**src/design/mvp_defs.svh**
```systemverilog
// width and configuration limit macros for the mvp launch shell
`ifndef MVP_DEFS_SVH
`define MVP_DEFS_SVH

//////////////////////////////////////////////////////////////////////
// widths
//////////////////////////////////////////////////////////////////////

// every launch configuration word
`define MVP_CFG_WIDTH       32
// byte sizes handed to the read engine
`define MVP_XFER_WIDTH      32
// write batch count
`define MVP_BATCH_WIDTH     15

//////////////////////////////////////////////////////////////////////
// configuration limits
//////////////////////////////////////////////////////////////////////

`define MVP_LEVEL_MAX       12
`define MVP_COL_MAX         16384
// row size times column size must reach this
`define MVP_MIN_COEFFS      8192
`define MVP_SPLIT_MAX       4
// index must be one-hot within these low bits
`define MVP_INDEX_BITS      13
`define MVP_MAT_LEN_BITS    15

// transfer sizing factors
`define MVP_MAT_UNIT_BYTES  32'h0001_8000
`define MVP_VEC_SPLIT_BYTES 32'h0003_0000

`endif

```
**src/design/mvp_pkg.sv**
```systemverilog
// package with command mode, run state, error flag and byte size types
`include "mvp_defs.svh"

package mvp_pkg;

    //////////////////////////////////////////////////////////////////////
    // command
    //////////////////////////////////////////////////////////////////////

    // opcode taken from bit 0 of the command word
    typedef enum logic {
        READ_ONLY = 1'b0,
        FULL_RUN  = 1'b1
    } cmd_mode_e;

    //////////////////////////////////////////////////////////////////////
    // sequencing
    //////////////////////////////////////////////////////////////////////

    // phase sequencer states
    typedef enum logic [1:0] {
        RUN_IDLE  = 2'd0,
        RUN_READ  = 2'd1,
        RUN_WRITE = 2'd2
    } run_state_e;

    // launch check flags, level sits in bit 0
    typedef struct packed {
        logic mat_len;
        logic index;
        logic split;
        logic col_size;
        logic level;
    } cfg_err_t;

    // byte count for one transfer
    typedef logic [`MVP_XFER_WIDTH-1:0] xfer_bytes_t;

endpackage

```
**src/design/mvp_cfg_decode.sv**
```systemverilog
// start edge detection, five launch configuration checks and launch or reject pulse
`timescale 1ns/1ps
`include "mvp_defs.svh"

module mvp_cfg_decode (
    input  logic                       clk,
    input  logic                       rst_n,
    input  logic                       i_ap_start,
    input  logic [`MVP_CFG_WIDTH-1:0]  i_command,
    input  logic [`MVP_CFG_WIDTH-1:0]  i_level,
    input  logic [`MVP_CFG_WIDTH-1:0]  i_col_size,
    input  logic [`MVP_CFG_WIDTH-1:0]  i_split,
    input  logic [`MVP_CFG_WIDTH-1:0]  i_index,
    input  logic [`MVP_CFG_WIDTH-1:0]  i_mat_len,
    output mvp_pkg::cmd_mode_e         o_mode,
    output logic                       o_run_start,
    output logic                       o_cfg_reject,
    output mvp_pkg::cfg_err_t          o_cfg_err
);

    logic                       ap_start_q;
    logic                       start_pulse;
    logic                       start_pulse_q;
    logic [15:0]                row_size;
    logic [31:0]                coeff_cnt;
    logic [31:0]                mat_prod;
    logic [31:0]                split_prod;
    logic [`MVP_INDEX_BITS-1:0] index_low;
    logic                       index_onehot;
    mvp_pkg::cmd_mode_e         mode_in;
    mvp_pkg::cmd_mode_e         mode_q;
    mvp_pkg::cfg_err_t          err_next;
    mvp_pkg::cfg_err_t          err_q;

    //////////////////////////////////////////////////////////////////////
    // start edge
    //////////////////////////////////////////////////////////////////////

    assign start_pulse = i_ap_start & ~ap_start_q;
    assign mode_in     = mvp_pkg::cmd_mode_e'(i_command[0]);

    //////////////////////////////////////////////////////////////////////
    // configuration rules
    //////////////////////////////////////////////////////////////////////

    // row size is two to the level
    assign row_size   = 16'd1 << i_level[3:0];
    assign coeff_cnt  = {16'd0, row_size} * {17'd0, i_col_size[14:0]};
    assign index_low  = i_index[`MVP_INDEX_BITS-1:0];
    assign mat_prod   = {17'd0, i_mat_len[`MVP_MAT_LEN_BITS-1:0]} * {19'd0, index_low};
    assign split_prod = {29'd0, i_split[2:0]} * {16'd0, row_size};

    // x & (x-1) clears the lowest set bit
    assign index_onehot = (index_low != '0) && ((index_low & (index_low - 1'b1)) == '0);

    always_comb begin
        err_next = '0;
        // read-only launches skip every check
        if (mode_in == mvp_pkg::FULL_RUN) begin
            err_next.level    = (i_level == '0) || (i_level > `MVP_LEVEL_MAX);
            err_next.col_size = (i_col_size == '0) || (i_col_size > `MVP_COL_MAX) ||
                                (coeff_cnt < `MVP_MIN_COEFFS);
            err_next.split    = (i_split == '0) || (i_split > `MVP_SPLIT_MAX);
            err_next.index    = (i_index[`MVP_CFG_WIDTH-1:`MVP_INDEX_BITS] != '0) ||
                                !index_onehot;
            err_next.mat_len  = (i_mat_len[`MVP_CFG_WIDTH-1:`MVP_MAT_LEN_BITS] != '0) ||
                                (mat_prod != split_prod);
        end
    end

    //////////////////////////////////////////////////////////////////////
    // launch registers
    //////////////////////////////////////////////////////////////////////

    always_ff @(posedge clk or negedge rst_n) begin
        if (!rst_n) begin
            ap_start_q    <= 1'b0;
            start_pulse_q <= 1'b0;
            mode_q        <= mvp_pkg::READ_ONLY;
            err_q         <= '0;
        end else begin
            ap_start_q    <= i_ap_start;
            start_pulse_q <= start_pulse;
            if (start_pulse) begin
                mode_q <= mode_in;
                err_q  <= err_next;
            end
        end
    end

    // exactly one of these fires, one cycle after the edge
    assign o_run_start  = start_pulse_q &&
                          ((mode_q == mvp_pkg::READ_ONLY) || (err_q == '0));
    assign o_cfg_reject = start_pulse_q && (mode_q == mvp_pkg::FULL_RUN) && (err_q != '0);

    assign o_mode    = mode_q;
    assign o_cfg_err = err_q;

endmodule

```
**src/design/mvp_run_exec.sv**
```systemverilog
// read and write phase sequencer with matrix, vector and batch size registers
`timescale 1ns/1ps
`include "mvp_defs.svh"

module mvp_run_exec (
    input  logic                        clk,
    input  logic                        rst_n,
    input  logic                        i_run_start,
    input  mvp_pkg::cmd_mode_e          i_mode,
    input  logic [`MVP_CFG_WIDTH-1:0]   i_split,
    input  logic [`MVP_CFG_WIDTH-1:0]   i_mat_len,
    input  logic                        i_rd_done,
    input  logic                        i_wr_done,
    output logic                        o_rd_start,
    output logic                        o_wr_start,
    output logic                        o_run_done,
    output mvp_pkg::xfer_bytes_t        o_mat_bytes,
    output mvp_pkg::xfer_bytes_t        o_vec_bytes,
    output logic [`MVP_BATCH_WIDTH-1:0] o_batches
);

    mvp_pkg::run_state_e         state_q;
    logic                        rd_start_q;
    logic                        wr_start_q;
    logic                        run_done_q;
    mvp_pkg::xfer_bytes_t        mat_bytes_q;
    mvp_pkg::xfer_bytes_t        vec_bytes_q;
    logic [`MVP_BATCH_WIDTH-1:0] batches_q;

    //////////////////////////////////////////////////////////////////////
    // phase sequencer
    //////////////////////////////////////////////////////////////////////

    always_ff @(posedge clk or negedge rst_n) begin
        if (!rst_n) begin
            state_q    <= mvp_pkg::RUN_IDLE;
            rd_start_q <= 1'b0;
            wr_start_q <= 1'b0;
            run_done_q <= 1'b0;
        end else begin
            // start pulses and done are single cycle
            rd_start_q <= 1'b0;
            wr_start_q <= 1'b0;
            run_done_q <= 1'b0;
            if (i_run_start) begin
                state_q    <= mvp_pkg::RUN_READ;
                rd_start_q <= 1'b1;
            end else begin
                case (state_q)
                    mvp_pkg::RUN_READ: begin
                        // engine may hold done low as long as it likes
                        if (i_rd_done) begin
                            if (i_mode == mvp_pkg::FULL_RUN) begin
                                state_q    <= mvp_pkg::RUN_WRITE;
                                wr_start_q <= 1'b1;
                            end else begin
                                state_q    <= mvp_pkg::RUN_IDLE;
                                run_done_q <= 1'b1;
                            end
                        end
                    end
                    mvp_pkg::RUN_WRITE: begin
                        if (i_wr_done) begin
                            state_q    <= mvp_pkg::RUN_IDLE;
                            run_done_q <= 1'b1;
                        end
                    end
                    default: begin
                        // stray done pulses land here and are dropped
                        state_q <= mvp_pkg::RUN_IDLE;
                    end
                endcase
            end
        end
    end

    //////////////////////////////////////////////////////////////////////
    // transfer sizes
    //////////////////////////////////////////////////////////////////////

    // loaded once per launch, held for the engines
    always_ff @(posedge clk) begin
        if (i_run_start) begin
            mat_bytes_q <= `MVP_MAT_UNIT_BYTES * i_mat_len;
            vec_bytes_q <= `MVP_VEC_SPLIT_BYTES * {29'd0, i_split[2:0]};
            batches_q   <= i_mat_len[`MVP_MAT_LEN_BITS-1:1] + i_split[2:0];
        end
    end

    assign o_rd_start  = rd_start_q;
    assign o_wr_start  = wr_start_q;
    assign o_run_done  = run_done_q;
    assign o_mat_bytes = mat_bytes_q;
    assign o_vec_bytes = vec_bytes_q;
    assign o_batches   = batches_q;

endmodule

```
**src/design/mvp_status_result.sv**
```systemverilog
// done, idle and ready flags, ap_done status word and per-run cycle counter
`timescale 1ns/1ps

module mvp_status_result (
    input  logic              clk,
    input  logic              rst_n,
    input  logic              i_run_start,
    input  logic              i_run_done,
    input  logic              i_cfg_reject,
    input  mvp_pkg::cfg_err_t i_cfg_err,
    output logic [31:0]       o_ap_done,
    output logic              o_ap_idle,
    output logic              o_ap_ready,
    output logic [31:0]       o_cycle_cnt
);

    logic        done_q;
    logic        idle_q;
    logic        finish;
    logic [31:0] cycle_q;

    // a rejected launch finishes as well
    assign finish = i_run_done | i_cfg_reject;

    //////////////////////////////////////////////////////////////////////
    // handshake flags
    //////////////////////////////////////////////////////////////////////

    always_ff @(posedge clk or negedge rst_n) begin
        if (!rst_n) begin
            done_q <= 1'b0;
            idle_q <= 1'b1;
        end else if (i_run_start) begin
            done_q <= 1'b0;
            idle_q <= 1'b0;
        end else if (finish) begin
            done_q <= 1'b1;
            idle_q <= 1'b1;
        end
    end

    // cleared at launch, counts only while busy
    always_ff @(posedge clk or negedge rst_n) begin
        if (!rst_n) begin
            cycle_q <= '0;
        end else if (i_run_start) begin
            cycle_q <= '0;
        end else if (!idle_q) begin
            cycle_q <= cycle_q + 1'b1;
        end
    end

    // status word: error flags at 12:8, done at 0
    assign o_ap_done   = {19'd0, i_cfg_err, 7'd0, done_q};
    assign o_ap_idle   = idle_q;
    assign o_ap_ready  = done_q;
    assign o_cycle_cnt = cycle_q;

endmodule

```
**src/design/mvp_top.sv**
```systemverilog
// top level of the mvp launch shell wiring decode, execute and result stages
`timescale 1ns/1ps
`include "mvp_defs.svh"

module mvp_top (
    input  logic                        clk,
    input  logic                        rst_n,
    input  logic                        i_ap_start,
    input  logic [`MVP_CFG_WIDTH-1:0]   i_command,
    input  logic [`MVP_CFG_WIDTH-1:0]   i_level,
    input  logic [`MVP_CFG_WIDTH-1:0]   i_col_size,
    input  logic [`MVP_CFG_WIDTH-1:0]   i_split,
    input  logic [`MVP_CFG_WIDTH-1:0]   i_index,
    input  logic [`MVP_CFG_WIDTH-1:0]   i_mat_len,
    input  logic                        i_rd_done,
    input  logic                        i_wr_done,
    output logic [31:0]                 o_ap_done,
    output logic                        o_ap_idle,
    output logic                        o_ap_ready,
    output logic [31:0]                 o_cycle_cnt,
    output logic                        o_rd_start,
    output logic                        o_wr_start,
    output mvp_pkg::xfer_bytes_t        o_mat_bytes,
    output mvp_pkg::xfer_bytes_t        o_vec_bytes,
    output logic [`MVP_BATCH_WIDTH-1:0] o_batches
);

    mvp_pkg::cmd_mode_e mode;
    mvp_pkg::cfg_err_t  cfg_err;
    logic               run_start;
    logic               cfg_reject;
    logic               run_done;

    //////////////////////////////////////////////////////////////////////
    // decode
    //////////////////////////////////////////////////////////////////////

    mvp_cfg_decode u_cfg_decode (
        .clk          (clk),
        .rst_n        (rst_n),
        .i_ap_start   (i_ap_start),
        .i_command    (i_command),
        .i_level      (i_level),
        .i_col_size   (i_col_size),
        .i_split      (i_split),
        .i_index      (i_index),
        .i_mat_len    (i_mat_len),
        .o_mode       (mode),
        .o_run_start  (run_start),
        .o_cfg_reject (cfg_reject),
        .o_cfg_err    (cfg_err)
    );

    //////////////////////////////////////////////////////////////////////
    // execute
    //////////////////////////////////////////////////////////////////////

    mvp_run_exec u_run_exec (
        .clk         (clk),
        .rst_n       (rst_n),
        .i_run_start (run_start),
        .i_mode      (mode),
        .i_split     (i_split),
        .i_mat_len   (i_mat_len),
        .i_rd_done   (i_rd_done),
        .i_wr_done   (i_wr_done),
        .o_rd_start  (o_rd_start),
        .o_wr_start  (o_wr_start),
        .o_run_done  (run_done),
        .o_mat_bytes (o_mat_bytes),
        .o_vec_bytes (o_vec_bytes),
        .o_batches   (o_batches)
    );

    //////////////////////////////////////////////////////////////////////
    // result
    //////////////////////////////////////////////////////////////////////

    mvp_status_result u_status_result (
        .clk          (clk),
        .rst_n        (rst_n),
        .i_run_start  (run_start),
        .i_run_done   (run_done),
        .i_cfg_reject (cfg_reject),
        .i_cfg_err    (cfg_err),
        .o_ap_done    (o_ap_done),
        .o_ap_idle    (o_ap_idle),
        .o_ap_ready   (o_ap_ready),
        .o_cycle_cnt  (o_cycle_cnt)
    );

endmodule

```
**config.mk**
```make
export PLATFORM = sky130hd
export DESIGN_NAME = mvp_top
export DESIGN_NICKNAME = d
export VERILOG_FILES = /design/src/design/mvp_pkg.sv /design/src/design/mvp_cfg_decode.sv /design/src/design/mvp_run_exec.sv /design/src/design/mvp_status_result.sv /design/src/design/mvp_top.sv
export VERILOG_INCLUDE_DIRS = /design/src /design/src/design
export SDC_FILE = /design/constraint.sdc
export NUM_CORES = 1
export LEC_CHECK = 0
export BUFFER_PORTS_ARGS = -buffer_cell sky130_fd_sc_hd__buf_2
export CAP_MARGIN = 20
export CORE_MARGIN = 2
export CORE_UTILIZATION = 55
export CTS_CLUSTER_SIZE = 40
export DETAILED_ROUTE_END_ITERATION = 10
export GPL_TIMING_DRIVEN = 0
export HOLD_SLACK_MARGIN = 0.1
export PLACE_DENSITY = 0.79
export REMOVE_ABC_BUFFERS = 1
export SYNTH_ARGS = -nofsm -noshare
export SYNTH_HDL_FRONTEND = slang
export SYNTH_SLANG_ARGS = --single-unit
```
**constraint.sdc**
```tcl
create_clock -name clk -period 5.3 [get_ports clk]
set_clock_uncertainty 0.15 [all_clocks]
set_input_delay 0.265 -clock clk [delete_from_list [all_inputs] [get_ports clk]]
set_output_delay 0.265 -clock clk [all_outputs]
set_load 0.1 [all_outputs]
```
==> metrics.cfg, run 1 <==
[clock_tree]
tritoncts=yes
cts_made_buffers=9
clockBufferDepth=2
clock_sinks=84
htree_num_levels=3
cts_root_buf=clkbuf_16
clkTransAtPathRegs_ps=60
clock_latency_ps=350

[sta]
max_slew_margin_pct=31.3
fmax_mhz=144
min_period_ps=6960
hold_viol=0
slew_violations=0
grt_setup_unrepaired=true
finalCritPeriodShare_pct=131
max_slew.worst_pin.slew_ps=1020
setup_viol=2
fin_ws_ps=-1660

[die]
io_pins=344
die-height_microns=200
core_sq_mm=0.0377
die_w_microns=200
initial_core_util_pct=55.9
dieArea_sq_mm=0.0399
floorplan.rows=71

[synthesis]
yosys_warnings=0
synth_area_per_cell_sq_um=8.86
async_reset_ff_share_pct=56.0
synth-edff-count=37
synth_area_leader_cell=fa_1
ys_ff_latch=84
synth_area_sq_mm=0.0211
synth_cell_types=80
synth_most_common_cell=inv_1
synth-main-ff-cell=dfrtp_1
synthCells=2378
yosysTopAreaCellShare_pct=32.3
synth-seq-area-share_pct=10.9
synth_top_cells_by_count=inv_1 (419), and2_1 (349), fa_1 (340)
synth_area_leaders=fa_1 (32%), ha_1 (12%), and2_1 (10%)

[detailed_routing]
drtIter0Drc=1182
drt_wl_total_microns=58700
postRouteAntennaNets=0
wl_met1_microns=22000
dr_wl_met3_microns=5020
drc=0
firstDrtPassIters=6
vias_per_cell=5.66
wire_per_inst_microns=18.6
routed.top_layer=met4
wl_met2_microns=28700
via_count=17900

[worst_setup_path]
required_ps=5370
worst_setup_path_end_kind=register
r2r_setup_slack_ps=1740
arrival_ps=7020
crit_fanout=5
r2r-start=u_cfg_decode.ap_start_q
rr_endpoint=u_cfg_decode.o_cfg_err[4]
worstSetupPathType=in -> reg
rr_worst_depth=10
critPathLaunchType=input pin
startpoint=i_level[2]

[global_route]
grt_pass1_wl_microns=94300
antenna_found_initial=1
grt_use_total_pct=29.9
grt_max_degree=77
grt_overflow=0
grt_pass1_vias=18800

[cells_and_area]
diodes=0
fillers=2876
design_area_sq_mm=0.0245
area_delta_synth_final_pct=16.3
layout.nets=3384
drive_above_1_share_pct=18.3

[placed_design]
place.gp.congestion=0.902
dpl_cell_area_sq_mm=0.0225
port_buffers=244
place_hpwl_microns=42900

[job]
cap_violations=0

[outcome]
status=complete, but fails checks
violations=negative setup slack

[min_path]
hp-class=in -> reg
worst_hold_path.endpoint=u_run_exec.o_batches[9]
min_from=i_mat_len[10]
hold_depth=2

[pwr]
p_leak_nw=12.3
power-per-cell-area_mw_per_mm2=328
ir_worst_vdd_mv=0.431
p_total_mw=8.03

[final cells by class]
class | instances | area, sq um | area share (%)
Clock inverter | 7 | 80.1 | 0.327
Clock buffer | 9 | 225 | 0.919
Tap cell | 511 | 639 | 2.61
Inverter | 419 | 1570 | 6.42
Sequential cell | 84 | 2290 | 9.34
Multi-Input combinational cell | 1782 | 17400 | 71.0
Timing Repair Buffer | 343 | 2310 | 9.43
[power by group]
group          switching (mW)  internal, mW
Clock                   0.275         0.373
Sequential             0.0352         0.736
Combinational            3.92          2.69
Total                    4.23          3.80
[how the worst max path moves through the flow]
| stage | slack (ps) | cells after the start | to |
|---|---|---|---|
| 5_1_grt | -1770 | 27 | u_cfg_decode.o_cfg_err[1] |
| 3_3_place_gp | -3800 | 24 | u_cfg_decode.o_cfg_err[1] |
| 4_1_cts | -1260 | 27 | u_cfg_decode.o_cfg_err[1] |
| 2_1_floorplan | -1650 | 22 | u_cfg_decode.o_cfg_err[1] |
| 3_5_place_dp | -3480 | 25 | u_cfg_decode.o_cfg_err[1] |
| 6_report | -1660 | 26 | u_cfg_decode.o_cfg_err[1] |
[timing repair]
item,CTS,global route
setup buffers,74,6
endpoints found under the setup margin,2,2
hold buffers,7,0
resized for setup,203,38
cloned,0,1
endpoints found under the hold margin,52,0
pin swaps,92,53
[sequential cells by signal, summed over array words and instances, names as in the netlist, 2 cells and up]
signal and flops:
u_cfg_decode.o_cfg_err 5, u_run_exec.o_batches 15, u_run_exec.o_mat_bytes 17, u_status_result.o_cycle_cnt 32
u_run_exec.o_vec_bytes 5, u_run_exec.state_q 2
[cells by family after synthesis]
kind of cell               share of synthesized area, %
AOI/OAI and AO/OA                                  7.03
xor gates and xnor gates                           4.28
adders and majority gates                          44.7
buffers and inverters                              11.6
DFF                                                10.9
muxes                                             0.249
other                                            0.0178
and+or+nand+nor                                    21.3
[per-stage QoR]
step	util, %	hold slack, ps	TNS (ps)	worst slack, ps	cells
final	65.0	131	-2050	-1660	3155
after global routing	65.0	144	-2340	-1770	3155
after CTS	64.3	123	-1630	-1260	3147
after detailed placement	59.6	248	-4660	-3480	3050
after global placement	59.3	242	-4930	-3800	3040
after floorplan	-	-181	-2070	-1650	2285
[routing by layer]
layer,track usage [%],vias up
li1,-,7885
met1,36.9,8750
met2,50.9,971
met3,4.69,248
met4,15.2,0
met5,0,-
[critical path, stage by stage]
cell      delay [ps]
buf_16           120
nand2b_4         210
buf_6            160
nor2_4           240
buf_6            150
nand2_1           70
fa_1             550
fa_1             620
inv_1            100
fa_1             550
fa_1             440
fa_1             550
inv_1             80
fa_1             530
inv_1             80
ha_4             240
a21oi_4          160
o21bai_1         110
a21oi_2          210
nor2b_4          220
a21oi_4           90
o311a_1          320
o21a_1           230
mux2_4           230
a21oi_4           60
o31ai_4          400
[cell usage in the layout (no fill, tap or decap), types with 32 or more instances in the layout]
cell,netlist,routed
inv_1,419,408
and2_1,349,334
fa_1,340,331
buf_2,1,215
ha_1,208,189
nand2_1,182,176
nor2_1,91,79
buf_4,69,79
conb_1,1,68
a21oi_1,74,64
xnor2_1,65,64
o21ai_0,52,50
dfrtp_1,46,46
nor4_1,42,39
nor3_1,46,38
xor2_1,38,38
edfxtp_1,37,37
buf_6,0,32
Note: power is estimated with default switching activity, not from simulation.
==> run 2: changes to the inputs <==
SKIP_CTS_REPAIR_TIMING = 1   (was unset)
==> run 2 against run 1 <==
  * The run still ends with negative setup slack left
  * Final area is 1.1% lower
  * Sequential cell count unchanged
  * Final cell count shrank 0.35%
  * Critical path depth is the same
  * Fmax increased by 0.99%
  * Count of clock-buffer cells in the layout stayed put
  * Non-clock buffer count fell by 13
  * Global-route usage down 2.5 points
  * Register-to-register slack barely moved
  * Total power rose by 1.3%
  * Sequential share of layout area increased by 0.10 points
  * Sequential power about the same
  * Largest power group unchanged
==> metrics.cfg, run 2 (same netlist as run 1, synthesis figures left out) <==
[outcome]
status=complete, but fails checks
violations=negative setup slack

[die]
core_sq_mm=0.0377
die_w_microns=200
die-height_microns=200
floorplan.rows=71
io_pins=344
initial_core_util_pct=55.9
dieArea_sq_mm=0.0399

[placed_design]
dpl_cell_area_sq_mm=0.0225
place_hpwl_microns=42900
port_buffers=244
place.gp.congestion=0.902

[pwr]
power-per-cell-area_mw_per_mm2=336
pwr-share-clk_pct=8.0
power_frac_seq_pct=9.5
switchingPower_mw=4.26
ir_worst_vdd_mv=0.390
pwr-share-comb_pct=82.6
p_total_mw=8.13
power.internal_mw=3.87
p_leak_nw=12.2
p_sw_share_pct=52.4

[min_path]
min_from=i_mat_len[8]
hold_depth=2
hp-class=in -> reg
worst_hold_path.endpoint=u_run_exec.o_batches[7]

[worst_setup_path]
arrival_ps=6960
critPathMaxStageDelay_ps=570
required_ps=5370
rr_worst_depth=10
crit_fanout=7
path_delay_family=adder cells
rr_endpoint=u_cfg_decode.o_cfg_err[4]
r2r_setup_slack_ps=1730
r2r-start=u_cfg_decode.ap_start_q
crit_buf_inv=6
critPathLaunchType=input pin
worst_setup_path_end_kind=register
path_common_cell=fa_1
crit_slowest_cell=fa_1
worstSetupPathType=in -> reg

[clock_tree]
clkTransAtPathRegs_ps=60
htree_num_levels=3
cts_root_buf=clkbuf_16
clock_latency_ps=350
tritoncts=yes
clock_sinks=84
cts_made_buffers=9
clockBufferDepth=2

[job]
cap_violations=0

[detailed_routing]
drc=0
postRouteAntennaNets=0
firstDrtPassIters=6
via_count=17500
wire_per_inst_microns=18.0
vias_per_cell=5.58
drtIter0Drc=1076
drt_wl_total_microns=56600

[sta]
finalCritPeriodShare_pct=130
fin_ws_ps=-1590
min_period_ps=6890
tns_ps=-2030
slew_violations=0
hold_viol=0
setup_viol=2
fmax_mhz=145
max_slew_margin_pct=41.5
max_slew.worst_pin.slew_ps=855
grt_setup_unrepaired=true

[global_route]
antenna_found_initial=0
grt_use_total_pct=27.3
grt_pass1_wl_microns=86900
grt_overflow=0
grt_pass1_vias=17700
grt_max_degree=77

[cells_and_area]
final_common_cell=inv_1
area_delta_synth_final_pct=15.0
largest_register_ff_count=32
layout.nets=3373
drive_above_1_share_pct=17.3
final_cell_mix=inv_1 (408), fa_1 (334), and2_1 (333)
design_area_sq_mm=0.0242
diodes=0

## run 2: cell types whose count changed in the layout (fill, tap and decap cells not counted), sizes merged
cell,delta
buf,-16
nand2b,+2
clkbuf,+3
## run 2: stage by stage
stage	std cells	hold slack [ps]	setup WS [ps]	util [%]
global route	3144	132	-1780	64.3
floorplan	2285	-181	-1650	-
global placement	3040	242	-3800	59.3
detailed placement	3050	248	-3480	59.6
finish	3144	140	-1590	64.3
CTS	3066	-118	-3160	60.4
## run 2: how the worst max path moves through the flow
stage | startpoint | to | slack (ps) | cells after the start
4_1_cts | i_level[0] | u_cfg_decode.o_cfg_err[1] | -3160 | 25
5_1_grt | i_level[2] | u_cfg_decode.o_cfg_err[1] | -1780 | 29
3_5_place_dp | i_level[0] | u_cfg_decode.o_cfg_err[1] | -3480 | 25
6_report | i_level[2] | u_cfg_decode.o_cfg_err[1] | -1590 | 26
2_1_floorplan | i_level[0] | u_cfg_decode.o_cfg_err[1] | -1650 | 22
3_3_place_gp | i_level[3] | u_cfg_decode.o_cfg_err[1] | -3800 | 24
## run 2: power by group through the flow
stage / registers, mW / clock network [mW] / logic, mW
6_report: 0.771 / 0.647 / 6.71
5_1_grt: 0.777 / 0.680 / 7.39
4_1_cts: 0.772 / 0.656 / 5.90
3_5_place_dp: 0.785 / 0 / 5.85
3_3_place_gp: 0.784 / 0 / 5.71
2_1_floorplan: 1.07 / 0 / 4.33
## run 2: metal layers
metal  vias up  part of all wire [%]  GRT usage (%)
met2       846                    49           47.2
met3       175                   7.5           3.61
met5         -                     0              0
met1      8643                    39           35.0
met4         0                   4.2           10.5
li1       7872                     -              -
## run 2: final cells by class
| class | count | area (sq um) |
|---|---|---|
| clock buffers | 9 | 225 |
| clock inverters | 7 | 80.1 |
| fillers | 2950 | 13400 |
| inverters | 419 | 1570 |
| multi-input cells | 1784 | 17200 |
| flip-flops and latches | 84 | 2290 |
| well taps | 511 | 639 |
| repair buffers | 330 | 2210 |
